$ cat config.mk
export PLATFORM = sky130hd
export DESIGN_NAME = serial_loopback_top
export DESIGN_NICKNAME = d
export VERILOG_FILES = /design/src/common/msg_pkg.sv /design/src/common/frame_pkg.sv /design/src/common/msg_stream_if.sv /design/src/dequeue/dequeue_register.sv /design/src/enqueue/enqueue_register.sv /design/src/link_pacer.sv /design/src/msg_arbiter.sv /design/src/serial_loopback_top.sv
export SDC_FILE = /design/constraint.sdc
export NUM_CORES = 1
export LEC_CHECK = 0
export ABC_CLOCK_PERIOD_IN_PS = 5800
export BUFFER_PORTS_ARGS = -buffer_cell sky130_fd_sc_hd__buf_2
export CORE_AREA = 2 2 105 107
export DETAILED_ROUTE_END_ITERATION = 6
export DIE_AREA = 0 0 107 109
export PLACE_DENSITY = 0.79
export SYNTH_ARGS = -nofsm -noshare
export SYNTH_HDL_FRONTEND = slang
export SYNTH_SLANG_ARGS = --single-unit
$ cat constraint.sdc
create_clock -name clk_i -period 5.8 [get_ports clk_i]
set_clock_uncertainty 0.15 [all_clocks]
set_input_delay 0.29 -clock clk_i [delete_from_list [all_inputs] [get_ports clk_i]]
set_output_delay 0.29 -clock clk_i [all_outputs]
set_load 0.01 [all_outputs]
$ cat src/common/msg_pkg.sv
// Message-side definitions shared by the channels, arbiter, packer and unpacker
// Payload, strobe and channel types and the message struct

`default_nettype none

package msg_pkg;

  // Largest message in bytes
  localparam int MSG_BYTES = 2;

  // Payload of one message, byte 0 in the low bits
  typedef logic [8*MSG_BYTES-1:0] msg_data_t;

  // Byte strobe; only the run of ones starting at bit 0 counts
  typedef logic [MSG_BYTES-1:0] msg_strb_t;

  // Number of valid bytes, zero up to MSG_BYTES
  typedef logic [$clog2(MSG_BYTES+1)-1:0] msg_cnt_t;

  // Source channel of a message
  typedef enum logic {
    CHAN_0 = 1'b0,
    CHAN_1 = 1'b1
  } chan_e;

  // One message as it travels on a stream, 19 bits
  typedef struct packed {
    msg_data_t data;
    msg_strb_t strb;
    chan_e     chan;
  } msg_t;

endpackage

`default_nettype wire

$ cat src/common/frame_pkg.sv
// Link-side definitions: block and frame layout, link timing and FSM states

`default_nettype none

package frame_pkg;

  // Payload bits per block, the control bit comes on top
  localparam int BLOCK_DATA_BITS = 4;
  // Channel and length bits at the start of every message
  localparam int HDR_BITS        = 2;
  localparam int NUM_BLOCKS      = 6;
  // Cycles the lane stays occupied by one frame
  localparam int LINK_CLK_DIV    = 4;

  // Blocks per message: header plus payload, rounded up to whole blocks
  localparam int MSG_BLOCKS_1B = (8 + HDR_BITS + BLOCK_DATA_BITS - 1) / BLOCK_DATA_BITS;
  localparam int MSG_BLOCKS_2B =
      (8*msg_pkg::MSG_BYTES + HDR_BITS + BLOCK_DATA_BITS - 1) / BLOCK_DATA_BITS;

  typedef struct packed {
    logic [BLOCK_DATA_BITS-1:0] data;
    logic                       ctrl;
  } block_t;

  typedef block_t [NUM_BLOCKS-1:0] frame_t;

  typedef logic [$clog2(NUM_BLOCKS+1)-1:0] block_cnt_t;

  // Flat bit image of the largest message, header in the lowest bits
  typedef logic [MSG_BLOCKS_2B*BLOCK_DATA_BITS-1:0] msg_bits_t;

  // Occupancy counter of the lane model
  typedef logic [$clog2(LINK_CLK_DIV+1)-1:0] link_cnt_t;

  typedef enum logic {PACK_EMPTY, PACK_OPEN} pack_state_e;
  typedef enum logic {UNP_IDLE, UNP_EMIT} unpack_state_e;

endpackage

`default_nettype wire

$ cat src/common/msg_stream_if.sv
// Valid/ready message stream with source and sink views

`timescale 1ns/100ps
`default_nettype none

interface msg_stream_if;

  // A transfer takes place on a rising edge with valid and ready both high
  logic          valid;
  logic          ready;
  msg_pkg::msg_t msg;

  // Producer side holds valid and msg stable until the transfer
  modport src (
    output valid,
    output msg,
    input  ready
  );

  // Consumer side
  modport snk (
    input  valid,
    input  msg,
    output ready
  );

endinterface

`default_nettype wire

$ cat src/dequeue/dequeue_register.sv
// Frame unpacker that finds message starts by control bits
// Replays the messages of one frame in order under back-pressure

`timescale 1ns/100ps
`default_nettype none

module dequeue_register (
  input  logic              clk_i,
  input  logic              rst_n_i,
  input  logic              frame_valid_i,
  output logic              frame_ready_o,
  input  frame_pkg::frame_t frame_i,
  msg_stream_if.src         msg_o
);

  frame_pkg::unpack_state_e state_q;
  frame_pkg::frame_t        frame_q;
  // Start block of the message currently on the output
  frame_pkg::block_cnt_t    ptr_q;
  frame_pkg::block_cnt_t    msg_blocks;
  frame_pkg::msg_bits_t     msg_bits;
  msg_pkg::msg_t            out_msg;
  logic [7:0]               start_vec;
  logic [3:0]               next_ptr;
  logic                     len_bit;
  logic                     more;

  assign frame_ready_o = (state_q == frame_pkg::UNP_IDLE);

  ////////////////////////////////////////////////////////////
  // Message extraction

  // Gather the blocks from the pointer on, past the frame end reads zero
  always_comb begin : gather
    logic [3:0] pos;
    msg_bits = '0;
    for (int i = 0; i < frame_pkg::MSG_BLOCKS_2B; i++) begin
      pos = {1'b0, ptr_q} + 4'(i);
      if (pos < 4'(frame_pkg::NUM_BLOCKS)) begin
        msg_bits[frame_pkg::BLOCK_DATA_BITS*i +: frame_pkg::BLOCK_DATA_BITS] =
            frame_q[pos[2:0]].data;
      end
    end
  end

  assign len_bit = msg_bits[1];

  // The second byte may hold the next message, so it is cut by the length bit
  always_comb begin
    out_msg.chan = msg_pkg::chan_e'(msg_bits[0]);
    out_msg.data = msg_bits[frame_pkg::HDR_BITS +: $bits(msg_pkg::msg_data_t)];
    out_msg.strb = len_bit ? 2'b11 : 2'b01;
    if (!len_bit) begin
      out_msg.data[8 +: 8] = 8'h00;
    end
  end

  assign msg_o.valid = (state_q == frame_pkg::UNP_EMIT);
  assign msg_o.msg   = out_msg;

  ////////////////////////////////////////////////////////////
  // Block pointer

  // Control bits padded to a power of two so any pointer value reads safely
  always_comb begin
    start_vec = '0;
    for (int b = 0; b < frame_pkg::NUM_BLOCKS; b++) begin
      start_vec[b] = frame_q[b].ctrl;
    end
  end

  assign msg_blocks = len_bit ? frame_pkg::block_cnt_t'(frame_pkg::MSG_BLOCKS_2B)
                              : frame_pkg::block_cnt_t'(frame_pkg::MSG_BLOCKS_1B);
  assign next_ptr   = {1'b0, ptr_q} + {1'b0, msg_blocks};
  // Another message follows only if the next block is a start block
  assign more       = (next_ptr < 4'(frame_pkg::NUM_BLOCKS)) & start_vec[next_ptr[2:0]];

  always_ff @(posedge clk_i) begin
    if (!rst_n_i) begin
      state_q <= frame_pkg::UNP_IDLE;
      ptr_q   <= '0;
    end else if (frame_valid_i && frame_ready_o) begin
      state_q <= frame_pkg::UNP_EMIT;
      ptr_q   <= '0;
    end else if (msg_o.valid && msg_o.ready) begin
      if (more) begin
        ptr_q <= next_ptr[2:0];
      end else begin
        state_q <= frame_pkg::UNP_IDLE;
      end
    end
  end

  always_ff @(posedge clk_i) begin
    if (frame_valid_i && frame_ready_o) begin
      frame_q <= frame_i;
    end
  end

endmodule

`default_nettype wire

$ cat src/enqueue/enqueue_register.sv
// Block counter for a message strobe
// Frame packer that collects messages into blocks with control bits

`timescale 1ns/100ps
`default_nettype none

module block_count (
  input  msg_pkg::msg_strb_t    strb_i,
  output msg_pkg::msg_cnt_t     bytes_o,
  output frame_pkg::block_cnt_t blocks_o
);

  msg_pkg::msg_cnt_t bytes;

  // Count the ones from bit 0 up, the first zero ends the run
  always_comb begin : count_ones
    logic run;
    run   = 1'b1;
    bytes = '0;
    for (int i = 0; i < msg_pkg::MSG_BYTES; i++) begin
      run   = run & strb_i[i];
      bytes = bytes + msg_pkg::msg_cnt_t'(run);
    end
  end

  assign bytes_o  = bytes;
  // Eight bits per byte plus the header, rounded up to whole blocks
  assign blocks_o = frame_pkg::block_cnt_t'(
      (8*int'(bytes) + frame_pkg::HDR_BITS + frame_pkg::BLOCK_DATA_BITS - 1)
      / frame_pkg::BLOCK_DATA_BITS);

endmodule


module enqueue_register (
  input  logic              clk_i,
  input  logic              rst_n_i,
  msg_stream_if.snk         msg_i,
  output logic              frame_valid_o,
  input  logic              frame_ready_i,
  output frame_pkg::frame_t frame_o
);

  frame_pkg::pack_state_e state_q, state_d;
  frame_pkg::block_cnt_t  occ_q, occ_d;
  frame_pkg::frame_t      frame_q, frame_d;
  frame_pkg::block_cnt_t  req_blocks;
  frame_pkg::block_cnt_t  idx;
  frame_pkg::msg_bits_t   msg_bits;
  msg_pkg::msg_cnt_t      msg_bytes;
  msg_pkg::msg_data_t     masked_data;
  logic [3:0]             end_blk;
  logic                   en_q;
  logic                   len_bit;
  logic                   fits, full;
  logic                   accept, handover;

  block_count block_count_inst (
    .strb_i   (msg_i.msg.strb),
    .bytes_o  (msg_bytes),
    .blocks_o (req_blocks)
  );

  ////////////////////////////////////////////////////////////
  // Acceptance and offer

  // First block past the pending message if it were placed now
  assign end_blk = {1'b0, occ_q} + {1'b0, req_blocks};
  assign fits    = (end_blk <= 4'(frame_pkg::NUM_BLOCKS));
  assign full    = (occ_q == frame_pkg::block_cnt_t'(frame_pkg::NUM_BLOCKS));

  // An empty frame takes anything, an open one only what still fits.
  // en_q holds the stream off until the first cycle out of reset
  assign msg_i.ready = en_q & ((state_q == frame_pkg::PACK_EMPTY) | fits);

  // The frame goes out as soon as waiting longer gains nothing.
  // While the pacer is busy it stays open and keeps collecting
  assign frame_valid_o = (state_q == frame_pkg::PACK_OPEN) &
                         (~msg_i.valid | ~fits | full);

  assign accept   = msg_i.valid & msg_i.ready;
  assign handover = frame_valid_o & frame_ready_i;

  ////////////////////////////////////////////////////////////
  // Message bit image

  // Bytes outside the strobe run go out as zero
  always_comb begin
    for (int i = 0; i < msg_pkg::MSG_BYTES; i++) begin
      masked_data[8*i +: 8] = (int'(msg_bytes) > i) ? msg_i.msg.data[8*i +: 8] : 8'h00;
    end
  end

  assign len_bit = (msg_bytes == msg_pkg::msg_cnt_t'(msg_pkg::MSG_BYTES));

  // Channel at bit 0, length at bit 1, then the payload low bit first
  always_comb begin
    msg_bits    = '0;
    msg_bits[0] = msg_i.msg.chan;
    msg_bits[1] = len_bit;
    msg_bits[frame_pkg::HDR_BITS +: $bits(msg_pkg::msg_data_t)] = masked_data;
  end

  ////////////////////////////////////////////////////////////
  // Frame and counter update

  // A message fills blocks occ_q up to end_blk - 1, control bit on the first one
  always_comb begin
    frame_d = frame_q;
    idx     = '0;
    if (handover) begin
      frame_d = '0;
    end else if (accept) begin
      for (int b = 0; b < frame_pkg::NUM_BLOCKS; b++) begin
        if ((4'(b) >= {1'b0, occ_q}) && (4'(b) < end_blk)) begin
          idx             = frame_pkg::block_cnt_t'(4'(b) - {1'b0, occ_q});
          frame_d[b].data = msg_bits[frame_pkg::BLOCK_DATA_BITS*idx +: frame_pkg::BLOCK_DATA_BITS];
          frame_d[b].ctrl = (idx == '0);
        end
      end
    end
  end

  // Accept and handover never fall in the same cycle
  always_comb begin
    state_d = state_q;
    occ_d   = occ_q;
    if (handover) begin
      state_d = frame_pkg::PACK_EMPTY;
      occ_d   = '0;
    end else if (accept) begin
      state_d = frame_pkg::PACK_OPEN;
      occ_d   = end_blk[2:0];
    end
  end

  always_ff @(posedge clk_i) begin
    if (!rst_n_i) begin
      en_q    <= 1'b0;
      state_q <= frame_pkg::PACK_EMPTY;
      occ_q   <= '0;
      frame_q <= '0;
    end else begin
      en_q    <= 1'b1;
      state_q <= state_d;
      occ_q   <= occ_d;
      frame_q <= frame_d;
    end
  end

  assign frame_o = frame_q;

endmodule

`default_nettype wire

$ cat src/link_pacer.sv
// Model of the slow physical lane
// Holds each frame for LINK_CLK_DIV cycles before passing it on

`timescale 1ns/100ps
`default_nettype none

module link_pacer (
  input  logic              clk_i,
  input  logic              rst_n_i,
  input  logic              frame_valid_i,
  output logic              frame_ready_o,
  input  frame_pkg::frame_t frame_i,
  output logic              frame_valid_o,
  input  logic              frame_ready_i,
  output frame_pkg::frame_t frame_o,
  output logic              lane_busy_o
);

  logic                 busy_q;
  frame_pkg::link_cnt_t cnt_q;
  frame_pkg::frame_t    frame_q;

  // A new frame only enters an idle lane
  assign frame_ready_o = ~busy_q;

  // The frame leaves once the occupancy time has run out
  assign frame_valid_o = busy_q & (cnt_q == '0);

  always_ff @(posedge clk_i) begin
    if (!rst_n_i) begin
      busy_q <= 1'b0;
      cnt_q  <= '0;
    end else if (frame_valid_i && !busy_q) begin
      busy_q <= 1'b1;
      cnt_q  <= frame_pkg::link_cnt_t'(frame_pkg::LINK_CLK_DIV);
    end else if (cnt_q != '0) begin
      cnt_q <= cnt_q - 1'b1;
    end else if (frame_valid_o && frame_ready_i) begin
      busy_q <= 1'b0;
    end
  end

  // Lane content, only meaningful while busy
  always_ff @(posedge clk_i) begin
    if (frame_valid_i && !busy_q) begin
      frame_q <= frame_i;
    end
  end

  assign frame_o     = frame_q;
  // Busy also covers the wait for the unpacker
  assign lane_busy_o = busy_q;

endmodule

`default_nettype wire

$ cat src/msg_arbiter.sv
// Round-robin arbiter that merges the two channel streams into one
// Combinational grant with a registered priority pointer

`timescale 1ns/100ps
`default_nettype none

module msg_arbiter (
  input  logic      clk_i,
  input  logic      rst_n_i,
  msg_stream_if.snk ch0_i,
  msg_stream_if.snk ch1_i,
  msg_stream_if.src out_o
);

  // Channel that wins when both request
  msg_pkg::chan_e ptr_q;
  msg_pkg::chan_e grant;
  msg_pkg::msg_t  sel_msg;
  logic           xfer;

  ////////////////////////////////////////////////////////////
  // Grant

  // A lone requester always wins, a tie goes to the pointer
  always_comb begin
    if (ch0_i.valid && ch1_i.valid) begin
      grant = ptr_q;
    end else if (ch1_i.valid) begin
      grant = msg_pkg::CHAN_1;
    end else begin
      grant = msg_pkg::CHAN_0;
    end
  end

  // The channel tag comes from the grant and not from the source
  always_comb begin
    sel_msg      = (grant == msg_pkg::CHAN_1) ? ch1_i.msg : ch0_i.msg;
    sel_msg.chan = grant;
  end

  assign out_o.valid = ch0_i.valid | ch1_i.valid;
  assign out_o.msg   = sel_msg;

  // Only the granted channel sees the downstream ready
  assign ch0_i.ready = out_o.ready & (grant == msg_pkg::CHAN_0);
  assign ch1_i.ready = out_o.ready & (grant == msg_pkg::CHAN_1);

  assign xfer = out_o.valid & out_o.ready;

  ////////////////////////////////////////////////////////////
  // Priority pointer

  // After each transfer the other channel gets priority
  always_ff @(posedge clk_i) begin
    if (!rst_n_i) begin
      ptr_q <= msg_pkg::CHAN_0;
    end else if (xfer) begin
      ptr_q <= (grant == msg_pkg::CHAN_0) ? msg_pkg::CHAN_1 : msg_pkg::CHAN_0;
    end
  end

endmodule

`default_nettype wire

$ cat src/serial_loopback_top.sv
// Top level of the serial link loopback
// Channel ports, arbiter, packer, lane model and unpacker

`timescale 1ns/100ps
`default_nettype none

module serial_loopback_top (
  input  logic               clk_i,
  input  logic               rst_n_i,
  input  logic               ch0_valid_i,
  output logic               ch0_ready_o,
  input  msg_pkg::msg_data_t ch0_data_i,
  input  msg_pkg::msg_strb_t ch0_strb_i,
  input  logic               ch1_valid_i,
  output logic               ch1_ready_o,
  input  msg_pkg::msg_data_t ch1_data_i,
  input  msg_pkg::msg_strb_t ch1_strb_i,
  output logic               rx_valid_o,
  input  logic               rx_ready_i,
  output msg_pkg::msg_data_t rx_data_o,
  output msg_pkg::msg_strb_t rx_strb_o,
  output msg_pkg::chan_e     rx_chan_o,
  output logic               link_valid_o,
  output frame_pkg::frame_t  link_frame_o
);

  msg_stream_if ch0_if ();
  msg_stream_if ch1_if ();
  msg_stream_if arb_if ();
  msg_stream_if rx_if ();

  logic              pack_valid, pack_ready;
  frame_pkg::frame_t pack_frame;
  logic              lane_valid, lane_ready;
  frame_pkg::frame_t lane_frame;

  ////////////////////////////////////////////////////////////
  // Channel wrapping

  // The arbiter overwrites the tag, CHAN_x here only keeps the field defined
  assign ch0_if.valid = ch0_valid_i;
  assign ch0_if.msg   = '{data: ch0_data_i, strb: ch0_strb_i, chan: msg_pkg::CHAN_0};
  assign ch0_ready_o  = ch0_if.ready;

  assign ch1_if.valid = ch1_valid_i;
  assign ch1_if.msg   = '{data: ch1_data_i, strb: ch1_strb_i, chan: msg_pkg::CHAN_1};
  assign ch1_ready_o  = ch1_if.ready;

  ////////////////////////////////////////////////////////////
  // Datapath

  msg_arbiter msg_arbiter_inst (
    .clk_i   (clk_i),
    .rst_n_i (rst_n_i),
    .ch0_i   (ch0_if.snk),
    .ch1_i   (ch1_if.snk),
    .out_o   (arb_if.src)
  );

  enqueue_register enqueue_register_inst (
    .clk_i         (clk_i),
    .rst_n_i       (rst_n_i),
    .msg_i         (arb_if.snk),
    .frame_valid_o (pack_valid),
    .frame_ready_i (pack_ready),
    .frame_o       (pack_frame)
  );

  link_pacer link_pacer_inst (
    .clk_i         (clk_i),
    .rst_n_i       (rst_n_i),
    .frame_valid_i (pack_valid),
    .frame_ready_o (pack_ready),
    .frame_i       (pack_frame),
    .frame_valid_o (lane_valid),
    .frame_ready_i (lane_ready),
    .frame_o       (lane_frame),
    .lane_busy_o   (link_valid_o)
  );

  dequeue_register dequeue_register_inst (
    .clk_i         (clk_i),
    .rst_n_i       (rst_n_i),
    .frame_valid_i (lane_valid),
    .frame_ready_o (lane_ready),
    .frame_i       (lane_frame),
    .msg_o         (rx_if.src)
  );

  // Lane monitor and output stream
  assign link_frame_o = lane_frame;
  assign rx_valid_o   = rx_if.valid;
  assign rx_if.ready  = rx_ready_i;
  assign rx_data_o    = rx_if.msg.data;
  assign rx_strb_o    = rx_if.msg.strb;
  assign rx_chan_o    = rx_if.msg.chan;

endmodule

`default_nettype wire
* Word-level counts from Yosys, hierarchy flattened
Cells that the tools add are included.
Word-level totals: bits in registers 104, input port bits 41, output and inout bits 53, logic and storage cells 191
Cells by class: add/sub/neg operators 18, $lt $le $gt $ge 27, equal/unequal tests 4, shift operators 6, multiplexer cells 35, bitwise logic cells 21, reduce and logical (&&, ||, !) cells 35
Operators with widths (number):
- $shiftx A20 B6 Y4 | 6
- $bmux W5 S3 | 5
- $lt A3 B4 Y1 const B | 6
- $mux W8 | 3
- $logic_not A3 Y1 | 7
- $lt A4 B3 Y1 const B | 5
- $mux W5 | 4
- $mux W19 | 1
- $reduce_and A2 Y1 | 9
- $mux W4 | 4
- $mux W3 | 4
- $mux W1 | 11
- $and A1 B1 Y1 | 10
- $logic_and A1 B1 Y1 | 10
- $add A3 B2 Y4 const B | 2
- $add A3 B3 Y4 | 2
- $lt A1 B4 Y1 const A | 2
- $lt A2 B4 Y1 const A | 2
- $lt A3 B4 Y1 const A | 2
- $reduce_or A2 Y1 | 4
- $sub A7 B1 Y8 const B | 1
- $add A6 B3 Y7 const B | 1
- $not A1 Y1 | 7
- $add A5 B2 Y6 const B | 1
- 23 further kinds | 37

* Logic depth before layout (Yosys ltp)
Gate-level depths: netlist of the first run.
depth after elaboration 20, mapped depth 14, gate-level depth less buffers 12

* Hierarchy
From an unflattened synthesis of the first run, not the netlist that was laid out.
Unflattened totals: cell total of the unflattened synthesis 566, area total of the unflattened synthesis 6206.0 sq um
Modules (own cells, without submodules):
- enqueue_register | instances 1, cells each 307, area each 2518.7 sq um, seq. area each 700.7 sq um
- dequeue_register | instances 1, cells each 166, area each 2208.4 sq um, seq. area each 980.9 sq um
- link_pacer | instances 1, cells each 53, area each 1122.3 sq um, seq. area each 980.9 sq um
- msg_arbiter | instances 1, cells each 32, area each 306.5 sq um, seq. area each 20.0 sq um
- block_count | instances 1, cells each 6, area each 42.5 sq um, seq. area each 0.0 sq um
- serial_loopback_top | instances 1, cells each 2, area each 7.5 sq um, seq. area each 0.0 sq um

* Worst setup path before layout of the first run
OpenSTA, ideal clock, no wires.
path type input-to-reg, start point input ch1_valid_i, end point register enqueue_register_inst.frame_q, in the netlist enqueue_register_inst.frame_o[21], setup time 157 ps, arrival time 4429 ps, required time 5493 ps, slack 1064 ps, stages on the path 14, path buffers 3, path through buf_2 inv_1 nor2_1 mux2i_1 and2_1 inv_1 fa_1 xor2_2 or3_1 a311oi_2 nand2b_1 buf_2 buf_4 a311oi_1
On the way: longest elaborated chain between the ends 18, elaborated cells between the ends (all ways) 32, classes of those cells add/sub: 6; order compare: 4; shift: 1; mux: 5; bitwise: 12; reduce/logical: 4
RTL lines:
- start, declared | line serial_loopback_top.sv:14 | input logic ch1_valid_i,
- $mux W1 or $logic_and A1 B1 Y1 (tied branches) | line msg_arbiter.sv:28, msg_arbiter.sv:26
- $mux W1 | line msg_arbiter.sv:26 | if (ch0_i.valid && ch1_i.valid) begin
- $mux W19 | line msg_arbiter.sv:37 | sel_msg = (grant == msg_pkg::CHAN_1) ? ch1_i.msg : ch0_i.msg;
- $and A1 B1 Y1 | line enqueue_register.sv:21 | run = run & strb_i[i];
- $add A1 B1 Y2 | line enqueue_register.sv:22 | bytes = bytes + msg_pkg::msg_cnt_t'(run);
- $add A5 B2 Y6 | line enqueue_register.sv:29 | (8*int'(bytes) + frame_pkg::HDR_BITS + frame_pkg::BLOCK_DATA_BITS - 1)
- $add A6 B3 Y7 | line enqueue_register.sv:29
- $sub A7 B1 Y8 | line enqueue_register.sv:29
- (+2 left out)
- $add A3 B3 Y4 | line enqueue_register.sv:68 | assign end_blk = {1'b0, occ_q} + {1'b0, req_blocks};
- $le A4 B3 Y1 | line enqueue_register.sv:69 | assign fits = (end_blk <= 4'(frame_pkg::NUM_BLOCKS));
- $not A1 Y1 | line enqueue_register.sv:79 | (~msg_i.valid | ~fits | full);
- $or A1 B1 Y1 (*) (2 in series) | line enqueue_register.sv:79
- $and A1 B1 Y1 (*) | line enqueue_register.sv:78 | assign frame_valid_o = (state_q == frame_pkg::PACK_OPEN) &
- $and A1 B1 Y1 (*) | line enqueue_register.sv:82 | assign handover = frame_valid_o & frame_ready_i;
- named net enqueue_register_inst.handover | line enqueue_register.sv:56 | logic accept, handover;
- $reduce_or A2 Y1 (no line) (*)
- end signal, assigned | line enqueue_register.sv:147 | frame_q <= frame_d;
- end, declared | line enqueue_register.sv:46 | frame_pkg::frame_t frame_q, frame_d;
The timed path passes the listed nets; every way through them passes the cells marked *. A chain may end at the register's enable or synchronous reset.

* Worst setup path after layout of the first run
start point register msg_arbiter_inst.ptr_q, end point register enqueue_register_inst.frame_q, in the netlist enqueue_register_inst.frame_o[21]
On the way: longest elaborated chain between the ends 17, elaborated cells between the ends (all ways) 28, classes of those cells add/sub: 6; order compare: 4; shift: 1; mux: 4; bitwise: 10; reduce/logical: 3
RTL lines:
- start, declared | line msg_arbiter.sv:16 | msg_pkg::chan_e ptr_q;
- start signal, assigned | line msg_arbiter.sv:56 | ptr_q <= msg_pkg::CHAN_0;
- start signal, assigned | line msg_arbiter.sv:58 | ptr_q <= (grant == msg_pkg::CHAN_0) ? msg_pkg::CHAN_1 : msg_pkg::CHAN_0;
- $mux W1 (*) | line msg_arbiter.sv:26
- $mux W19 (*) | line msg_arbiter.sv:37
- $and A1 B1 Y1 | line enqueue_register.sv:21
- $add A1 B1 Y2 (*) | line enqueue_register.sv:22
- $add A5 B2 Y6 (*) | line enqueue_register.sv:29
- $add A6 B3 Y7 (*) | line enqueue_register.sv:29
- $sub A7 B1 Y8 (*) | line enqueue_register.sv:29
- $and A1 B1 Y1 (no line)
- $add A3 B1 Y3 (no line) (*)
- $add A3 B3 Y4 (*) | line enqueue_register.sv:68
- $le A4 B3 Y1 (*) | line enqueue_register.sv:69
- $not A1 Y1 (*) | line enqueue_register.sv:79
- $or A1 B1 Y1 (*) (2 in series) | line enqueue_register.sv:79
- $and A1 B1 Y1 (*) | line enqueue_register.sv:78
- $and A1 B1 Y1 (*) | line enqueue_register.sv:82
- named net enqueue_register_inst.handover | line enqueue_register.sv:56
- $reduce_or A2 Y1 (no line) (*)
Marks and branches as above.

==> results of run 1 <==
[layer usage]
| metal | routed length, um | up-vias | track usage |
|---|---|---|---|
| li1 | - | 2175 | - |
| met1 | 5700 | 2134 | 0.293 |
| met2 | 6820 | 190 | 0.422 |
| met3 | 835 | 24 | 0.0460 |
| met4 | 263 | 0 | 0.0761 |
| met5 | 0 | - | 0 |
[final cells by class]
type	count	area, um^2	area share
clock buffers	10	138	0.0208
clock inverters	5	61.3	0.00927
inverters	23	86.3	0.0130
multi-input cells	382	2960	0.447
flip-flops and latches	104	2680	0.405
well taps	140	175	0.0265
repair buffers	99	515	0.0779
[cell usage in the layout (no fill, tap or decap), types with 10 or more instances in the layout]
cell type and instances:
clkbuf_8 10, nand3_1 15, or3_1 10, buf_2 92
dfxtp_1 44, a21oi_1 42, mux4_2 23, a211oi_1 12
nor3_1 12, nor2_1 51, mux2i_1 18, edfxtp_1 60
ha_1 27, inv_1 22, nand2_1 42
[flip-flops by register name, indices dropped and copies added (netlist names)]
signal and count:
dequeue_register_inst.frame_q 30, dequeue_register_inst.msg_o.valid 1, dequeue_register_inst.ptr_q 3, enqueue_register_inst.en_q 1
enqueue_register_inst.frame_o 30, enqueue_register_inst.occ_q 3, enqueue_register_inst.state_q 1, link_pacer_inst.cnt_q 3
link_pacer_inst.frame_o 30, link_pacer_inst.lane_busy_o 1, msg_arbiter_inst.ptr_q 1
[kinds of logic after synthesis]
logic type,synth area share
and+or+nand+nor,0.147
AOI/OAI and AO/OA,0.145
DFF,0.459
buffers and inverters,0.0366
muxes,0.131
adders and majority gates,0.0647
xor gates and xnor gates,0.0163
other,0.000642
[final timing paths]
kind                                                    end  slack, ps  cells after the start
max          enqueue_register_inst.frame_o[21]$_SDFFE_PP0P_       1600                     11
min             dequeue_register_inst.ptr_q[2]$_SDFFE_PP0P_        140                      4
max reg2reg  enqueue_register_inst.frame_o[21]$_SDFFE_PP0P_       1600                     11
min reg2reg            link_pacer_inst.frame_o[4]$_DFFE_PP_        270                      0
[critical path: cells and delay by family, from the launching register on]
| kind | cells | cell delay, ps |
|---|---|---|
| AOI/OAI and AO/OA | 3 | 860 |
| adders and majority gates | 1 | 480 |
| buffers and inverters | 2 | 380 |
| DFF | 1 | 360 |
| and+or+nand+nor | 5 | 1780 |
[stage by stage]
step	power (mW)	hold WS [ps]	std cells
floorplan	1.25	168	534
global placement	1.38	265	747
detailed placement	1.40	269	747
CTS	1.85	124	763
global route	1.93	151	763
finish	1.84	138	763
[power by group]
| group | switching, mW | internal, mW | leakage [nW] |
|---|---|---|---|
| sequential | 0.0422 | 0.851 | 0.911 |
| combinational | 0.303 | 0.193 | 1.52 |
| clock | 0.242 | 0.213 | 0.104 |
| total | 0.587 | 1.26 | 2.54 |
[repair_timing]
item	in CTS	in global routing
hold endpoints to repair	1	0
endpoints found under the setup margin	0	0
hold buffers	1	0
==> qor.yml, run 1 <==
global_routing:
  grt_use_total: 0.237
  grt.overflow.total: 0
  grt_pass1_wl_mm: 21.8
  grt_pass1_vias: 4446
  grt_max_degree: 37
  antenna_found_initial: 0
placement:
  place_congestion: 0.935
  dpl_worst_slack_ps: 1550
  place_area_um2: 6410
  hpwl_mm: 10.5
  port_buffers: 92
finish:
  area_growth_pct: 13.3
  fin_nets: 689
  drive_gt1_frac: 0.247
  antenna_cells: 0
  nFillCells: 858
  final_cell_area_um2: 6620
  fin_util: 0.624
logic_synthesis:
  synth_top_area_cell: "edfxtp_1"
  syn-cell-area_um2: 5840
  ys_async_sr_fraction: 0
  yosys.area.top_type_share: 0.308
  synth_nets: 604
  ys.flop_type: "edfxtp_1"
  netlist-cell-type-count: 59
  synthTopCellsByCount: "edfxtp_1 (60), nor2_1 (52), dfxtp_1 (44)"
  synth_seq_cells: 104
  synth_edf_count: 60
  synth_most_common_cell: "edfxtp_1"
  synth_seq_area_share: 0.459
  avgSynthCellArea_um2: 10.9
  synthCells: 534
  synth_area_leaders: "edfxtp_1 (31%), dfxtp_1 (15%), mux4_2 (8.9%)"
  yosys_warnings: 0
sta:
  slew_headroom: 0.300
  rsz0062_at_grt: "no"
  setup_ws_ps: 1600
  period_share: 0.723
  hold_viol: 0
  period_minus_slack_ps: 4200
  worstMarginPinSlew_ps: 1040
  slew_viol_final: 0
  fin_setup_tns_ps: 0
  setup_violations: 0
  fmax_mhz: 238
worst_setup_path:
  crit_type: "register to register"
  worstPathArrival_ps: 4230
  cp.required_ps: 5830
  worstReg2RegStart: "msg_arbiter_inst.ptr_q$_SDFFE_PN0P_"
  start_kind: "register"
  end_kind: "register"
  path_cells: "nor2b_1 -> o21ai_0 -> nand2_1 -> and2_1 -> inv_1 -> fa_1 -> or3_1 -> a311oi_4 -> nand2b_1 -> buf_4 -> a311oi_1"
  critPathSlowestCell: "nand2b_1"
  crit_fanout: 24
  crit_start: "msg_arbiter_inst.ptr_q$_SDFFE_PN0P_"
  max_stage_delay_ps: 720
detailed_routing:
  drt_pass1_iterations: 5
  vias_per_cell: 5.93
  vias: 4523
  routedWlPerCell_um: 17.8
  ant_nets: 0
  wirelength_mm: 13.6
  drtIter0Drc: 386
  drc: 0
floorplanning:
  die_height_um: 109
  start_util: 0.551
  fp-row-count: 38
  die_w_um: 107
  core_um2: 10600
  die-area_um2: 11700
  ios: 94
clocking:
  cts_repair_resize_count: 0
  post_cts_buffers: 0
  clock_latency_ps: 380
  clock_sinks: 104
  cts_tree: "built"
  root_buffer: "clkbuf_8"
  cts_made_buffers: 9
  path_clk_slew_ps: 100
  cts.path.max_buffers: 2
  h-tree-depth: 3
job:
  drv_cap: 0
outcome:
  outcome: "finished, final reports clean"
pwr:
  power.density_nw_per_um2: 279
  p_leak_nw: 2.54
  peakVddDrop_mv: 0.158
worst_hold_path:
  hold_class: "primary input to register"
  hold_path_startpoint: "rx_ready_i"
Power figures use the tool's default switching activity.
==> run 2: changes to the inputs <==
- ABC_CLOCK_PERIOD_IN_PS: 5800 -> 4400
- clock period: 5.8 -> 4.4 ns (I/O delays scaled with it)
==> run 2 against run 1 <==
Core utilization is 0.44 points higher. Die area unchanged. Worst setup slack got worse by 1100 ps. Maximum frequency rose by 8.2%. Critical path type unchanged. Clock-buffer cell count shrank 1. Cell area increased by 0.70%. Critical endpoint is now enqueue_register_inst.occ_q[0]$_SDFFE_PP0P_. First-iteration DRC count fell by 37%. Global-route usage grew 0.27 points. Sequential share of layout area fell by 0.28 points.
==> qor.yml, run 2 (synthesized netlist as in run 1, its figures left out) <==
global_routing:
  grt_pass1_wl_mm: 21.8  # +0.28%
  grt.overflow.total: 0  # unchanged
  antenna_found_initial: 0  # unchanged
  grt_pass1_vias: 4466  # +0.45%
  grt_use_total: 0.240  # +0.00271
  grt_max_degree: 37  # unchanged
floorplanning:
  die_w_um: 107  # unchanged
  die_height_um: 109  # unchanged
  core_um2: 10600  # unchanged
  ios: 94  # unchanged
  fp-row-count: 38  # unchanged
  die-area_um2: 11700  # unchanged
  start_util: 0.551  # unchanged
worst_setup_path:
  crit_fanout: 18  # -25%
  end_kind: "register"
  worstPathArrival_ps: 3960  # -270 ps
  start_kind: "register"
  cp.required_ps: 4480  # -1350 ps
  crit_type: "register to register"
clocking:
  h-tree-depth: 3  # unchanged
  path_clk_slew_ps: 110  # about the same
  root_buffer: "clkbuf_8"
  cts.path.max_buffers: 2  # unchanged
  post_cts_buffers: 0  # unchanged
  cts_repair_resize_count: 0  # unchanged
  clock_latency_ps: 360  # -20 ps
  cts_tree: "built"
  ctsHoldBuffers: 1  # unchanged
  cts_made_buffers: 9  # unchanged
  clock_sinks: 104  # unchanged
placement:
  port_buffers: 92  # unchanged
  hpwl_mm: 10.6  # +1.8%
  place_congestion: 0.923  # -1.3%
  place_inst: 753  # +0.80%
pwr:
  peakVddDrop_mv: 0.247  # +57%
  p_leak_nw: 2.56  # +0.86%
  power.density_nw_per_um2: 358  # +28%
finish:
  area_growth_pct: 14.1
  fin_nets: 695  # +0.87%
  drive_gt1_frac: 0.256  # +0.00836
  mostFrequentLayoutCells: "buf_2 (92), edfxtp_1 (60), nor2_1 (51)"
  final_common_cell: "buf_2"
  antenna_cells: 0  # unchanged
  final_cells: 770  # +0.92%
  nFillCells: 875  # +2.0%
sta:
  rsz0062_at_grt: "no"
  hold_viol: 0  # unchanged
  slew_viol_final: 0  # unchanged
  period_share: 0.881  # +0.157
  setup_violations: 0  # unchanged
  period_minus_slack_ps: 3880  # -320 ps
  fmax_mhz: 258  # +8.2%
  fin_setup_tns_ps: 0  # unchanged
  worstMarginPinSlew_ps: 689  # -353 ps
  slew_headroom: 0.538  # +0.238
detailed_routing:
  drt_pass1_iterations: 5  # unchanged
  wirelength_mm: 13.5  # -0.83%
  drc: 0  # unchanged
  routedWlPerCell_um: 17.5  # -1.7%
  drtIter0Drc: 242  # -37%
  ant_nets: 0  # unchanged
  vias: 4583  # +1.3%
  vias_per_cell: 5.95  # +0.41%
job:
  drv_cap: 0  # unchanged
worst_hold_path:
  hold_class: "primary input to register"
outcome:
  outcome: "finished, final reports clean"
-- run 2: cell types whose count changed in the layout (fill, tap and decap cells not counted) --
cell | before | now
buf_12 | 0 | 1
clkinvlp_4 | 0 | 2
clkbuf_8 | 10 | 9
bufinv_16 | 1 | 0
inv_8 | 0 | 2
buf_4 | 6 | 11
clkinv_2 | 1 | 0
clkinv_4 | 0 | 2
inv_6 | 3 | 1
-- run 2: area by class of cell --
| type | instances | area (um^2) | area share |
|---|---|---|---|
| inverters | 23 | 86.3 | 0.0130 |
| clock inverters | 7 | 63.8 | 0.00958 |
| repair buffers | 105 | 573 | 0.0860 |
| multi-input cells | 382 | 2960 | 0.444 |
| clock buffers | 9 | 124 | 0.0186 |
| well taps | 140 | 175 | 0.0263 |
| flip-flops and latches | 104 | 2680 | 0.403 |
-- run 2: stage by stage --
stage / hold WS, ps / worst slack [ps] / utilization / cell area, um^2 / power [mW]
finish: 75.8 / 525 / 0.628 / 6660 / 2.39
global placement: 265 / 667 / 0.610 / 6460 / 1.82
CTS: 58.9 / 562 / 0.628 / 6660 / 2.39
detailed placement: 266 / 495 / 0.610 / 6460 / 1.85
global route: 97.0 / 321 / 0.628 / 6660 / 2.52
floorplan: 97.7 / 217 / - / 5850 / 1.65
-- run 2: worst paths after layout --
kind | slack [ps] | endpoint | from | cells past startpoint
worst min register to register | 290 | link_pacer_inst.frame_o[26]$_DFFE_PP_ | enqueue_register_inst.frame_o[26]$_SDFFE_PP0P_ | 0
worst max register to register | 520 | enqueue_register_inst.occ_q[0]$_SDFFE_PP0P_ | msg_arbiter_inst.ptr_q$_SDFFE_PN0P_ | 12
worst min-delay path | 80 | dequeue_register_inst.msg_o.valid$_SDFFE_PN0P_ | rx_ready_i | 3
worst max-delay path | 520 | enqueue_register_inst.occ_q[0]$_SDFFE_PP0P_ | msg_arbiter_inst.ptr_q$_SDFFE_PN0P_ | 12
-- run 2: where the power goes --
part	switching [mW]	internal, mW	total [mW]	leakage (nW)
sequential	0.0508	1.12	1.17	0.911
combinational	0.400	0.263	0.663	1.56
clock	0.333	0.218	0.551	0.0899
total	0.784	1.60	2.39	2.56
-- run 2: metal layers --
layer  track usage  wire length [um]  vias up
met2         0.436              6900      173
met4        0.0918               302        0
li1              -                 -     2190
met5             0                 0        -
met3        0.0389               702       24
met1         0.287              5600     2196
-- run 2: critical path, stage by stage, from the launching register on --
cell      delay, ps
dfxtp_1         360
nand2b_1        250
nand3_1         240
nand2_1         230
and2_1          200
inv_1            70
fa_1            450
xor2_2          230
or3_1           380
a311oi_4        320
nand2b_1        570
buf_12          230
a311oi_1         50
==> run 3: changes to the inputs <==
- ABC_CLOCK_PERIOD_IN_PS: 4400 -> 3160
- CORE_AREA: 2 2 105 107 -> 2 2 109 111
- DIE_AREA: 0 0 107 109 -> 0 0 111 113
- PLACE_DENSITY: 0.79 -> 0.77
- clock period: 4.4 -> 3.16 ns (I/O delays scaled with it)
==> run 3 against run 2 <==
Global-route usage shrank 1.2 points. Combinational power grew 50%. Clock power grew 81%. Sequential share of layout area shrank 2.2 points. Cell count grew 3.6%. Clock-buffer cell count grew 1. Sequential power grew 39%. Core utilization shrank 0.15 points. Register-to-register slack lost 350 ps. Critical path type is now register to output port. Largest power group unchanged.
==> qor.yml, run 3 (synthesized netlist as in run 1, its figures left out) <==
sta:
  fmax_mhz: 330
  slew_headroom: 0.616  # +0.0780
  period_share: 0.959
  setup_ws_ps: 129  # -396 ps
  slew_viol_final: 0  # unchanged
  setup_violations: 0  # unchanged
  whs_ps: 53.4  # -22.4 ps
  rsz0062_at_grt: "no"
  period_minus_slack_ps: 3030
  hold_viol: 0  # unchanged
  fin_setup_tns_ps: 0  # unchanged
  worstMarginPinSlew_ps: 569  # -119 ps
worst_setup_path:
  end_kind: "output port"
  worstPathArrival_ps: 2720  # -1240 ps
  cp_num_buf_inv: 2  # unchanged
  crit_type: "register to output port"
  crit_fanout: 5  # -13
  cp_top_family: "simple AND/OR/NAND/NOR gates"
  reg2regPathDepth: 13  # +1
  path_cells: "nor2b_4 -> nor2_4 -> mux2i_1 -> and2_4 -> inv_2 -> fa_2 -> xor2_4 -> or3_4 -> a21oi_2 -> nand2b_4 -> nor2_1 -> buf_2"
  r2r-end: "enqueue_register_inst.frame_o[29]$_SDFFE_PP0P_"
  max_stage_delay_ps: 390  # -180 ps
  critPathSlowestCell: "fa_2"
  cp.required_ps: 2850  # -1630 ps
  rrSetupSlack_ps: 170  # -350 ps
  worstReg2RegStart: "msg_arbiter_inst.ptr_q$_SDFFE_PN0P_"
  start_kind: "register"
pwr:
  peakVddDrop_mv: 0.269  # +9.0%
  p_leak_nw: 2.75  # +7.4%
  fin_total_pwr_mw: 3.63  # +52%
  power.density_nw_per_um2: 513  # +43%
global_routing:
  grt.overflow.total: 0  # unchanged
  grt_pass1_vias: 4676  # +4.7%
  grt_pass1_wl_mm: 23.0  # +5.5%
  antenna_found_initial: 0  # unchanged
  grt_max_degree: 28  # -24%
  grt_use_total: 0.228  # -0.0120
clocking:
  root_buffer: "clkbuf_16"
  h-tree-depth: 3  # unchanged
  clock_latency_ps: 340  # -20 ps
  cts_tree: "built"
  clock_sinks: 104  # unchanged
  cts_made_buffers: 9  # unchanged
  path_clk_slew_ps: 70  # -40 ps
  cts.path.max_buffers: 2  # unchanged
detailed_routing:
  drc: 0  # unchanged
  routedWlPerCell_um: 17.9  # +2.1%
  vias: 4751  # +3.7%
  drtIter0Drc: 283  # +17%
  drt_pass1_iterations: 5  # unchanged
  wirelength_mm: 14.3  # +5.9%
  ant_nets: 0  # unchanged
  vias_per_cell: 5.95  # about the same
placement:
  place_area_um2: 6710  # +3.8%
  port_buffers: 92  # unchanged
  place_congestion: 0.915  # -0.89%
  hpwl_mm: 11.2  # +4.8%
  dpl_worst_slack_ps: 46.8  # -448 ps
  place_inst: 781  # +3.7%
floorplanning:
  start_util: 0.518  # -0.0327
  fp-row-count: 39  # +2.6%
  die-area_um2: 12500  # +7.5%
  ios: 94  # unchanged
  die_w_um: 111  # +3.7%
  die_height_um: 113  # +3.7%
  core_um2: 11300  # +6.3%
job:
  drv_cap: 0  # unchanged
worst_hold_path:
  holdPathEnd: "dequeue_register_inst.ptr_q[2]$_SDFFE_PP0P_"
  holdPathStages: 4  # +1
  hold_class: "primary input to register"
  hold_path_startpoint: "rx_ready_i"
outcome:
  outcome: "finished, final reports clean"
finish:
  fin_util: 0.627  # -0.00146
  area_growth_pct: 21.0
  ff_latch_area_um2: 2690  # +0.19%
  mostFrequentLayoutCells: "buf_2 (92), edfxtp_1 (60), nor2_1 (50)"
  antenna_cells: 0  # unchanged
  fin_nets: 720  # +3.6%
  final_cells: 798  # +3.6%
  final_cell_area_um2: 7070  # +6.1%
  multi_input_area_um2: 3070  # +3.7%
  drive_gt1_frac: 0.319  # +0.0635
  final_common_cell: "buf_2"
  nFillCells: 896  # +2.4%
==> run 3: worst min-delay path: stages <==
cell and delay (ps):
buf_2 120, a21oi_1 70, a21oi_1 110, nor2_1 50
==> run 3: worst max path at each step <==
stage	start	endpoint	slack, ps	cells after the start
after detailed placement	dequeue_register_inst.ptr_q[0]$_SDFFE_PP0P_	dequeue_register_inst.ptr_q[0]$_SDFFE_PP0P_	50	12
after floorplan	msg_arbiter_inst.ptr_q$_SDFFE_PN0P_	enqueue_register_inst.frame_o[21]$_SDFFE_PP0P_	-540	13
after global placement	ch0_valid_i	enqueue_register_inst.frame_o[7]$_SDFFE_PP0P_	110	13
after global routing	msg_arbiter_inst.ptr_q$_SDFFE_PN0P_	ch1_ready_o	20	12
after CTS	msg_arbiter_inst.ptr_q$_SDFFE_PN0P_	ch1_ready_o	10	12
final	msg_arbiter_inst.ptr_q$_SDFFE_PN0P_	ch1_ready_o	130	12
==> run 3: cell type report <==
class,count,area share
Inverter,23,0.0122
Timing Repair Buffer,130,0.110
Sequential cell,104,0.380
Clock buffer,10,0.0324
Tap cell,143,0.0253
Multi-Input combinational cell,382,0.434
Clock inverter,6,0.00584
==> run 3: repair_timing <==
item,in CTS,in global routing
hold buffers,1,0
setup buffers,0,0
gates resized for setup,3,14
endpoints found under the setup margin,8,20
pin swaps,0,1
endpoints found under the hold margin,1,0
==> run 3: metal layers <==
layer | global-route usage | vias up | share of wire
met5 | 0 | - | 0
met4 | 0.0933 | 0 | 0.027
met3 | 0.0396 | 41 | 0.056
met2 | 0.413 | 205 | 0.50
met1 | 0.270 | 2257 | 0.42
li1 | - | 2248 | -
==> run 3: power by group <==
part	switching, mW	internal (mW)	leakage (nW)
registers	0.0707	1.56	0.913
logic	0.578	0.419	1.71
clock network	0.462	0.535	0.127
total	1.11	2.52	2.75
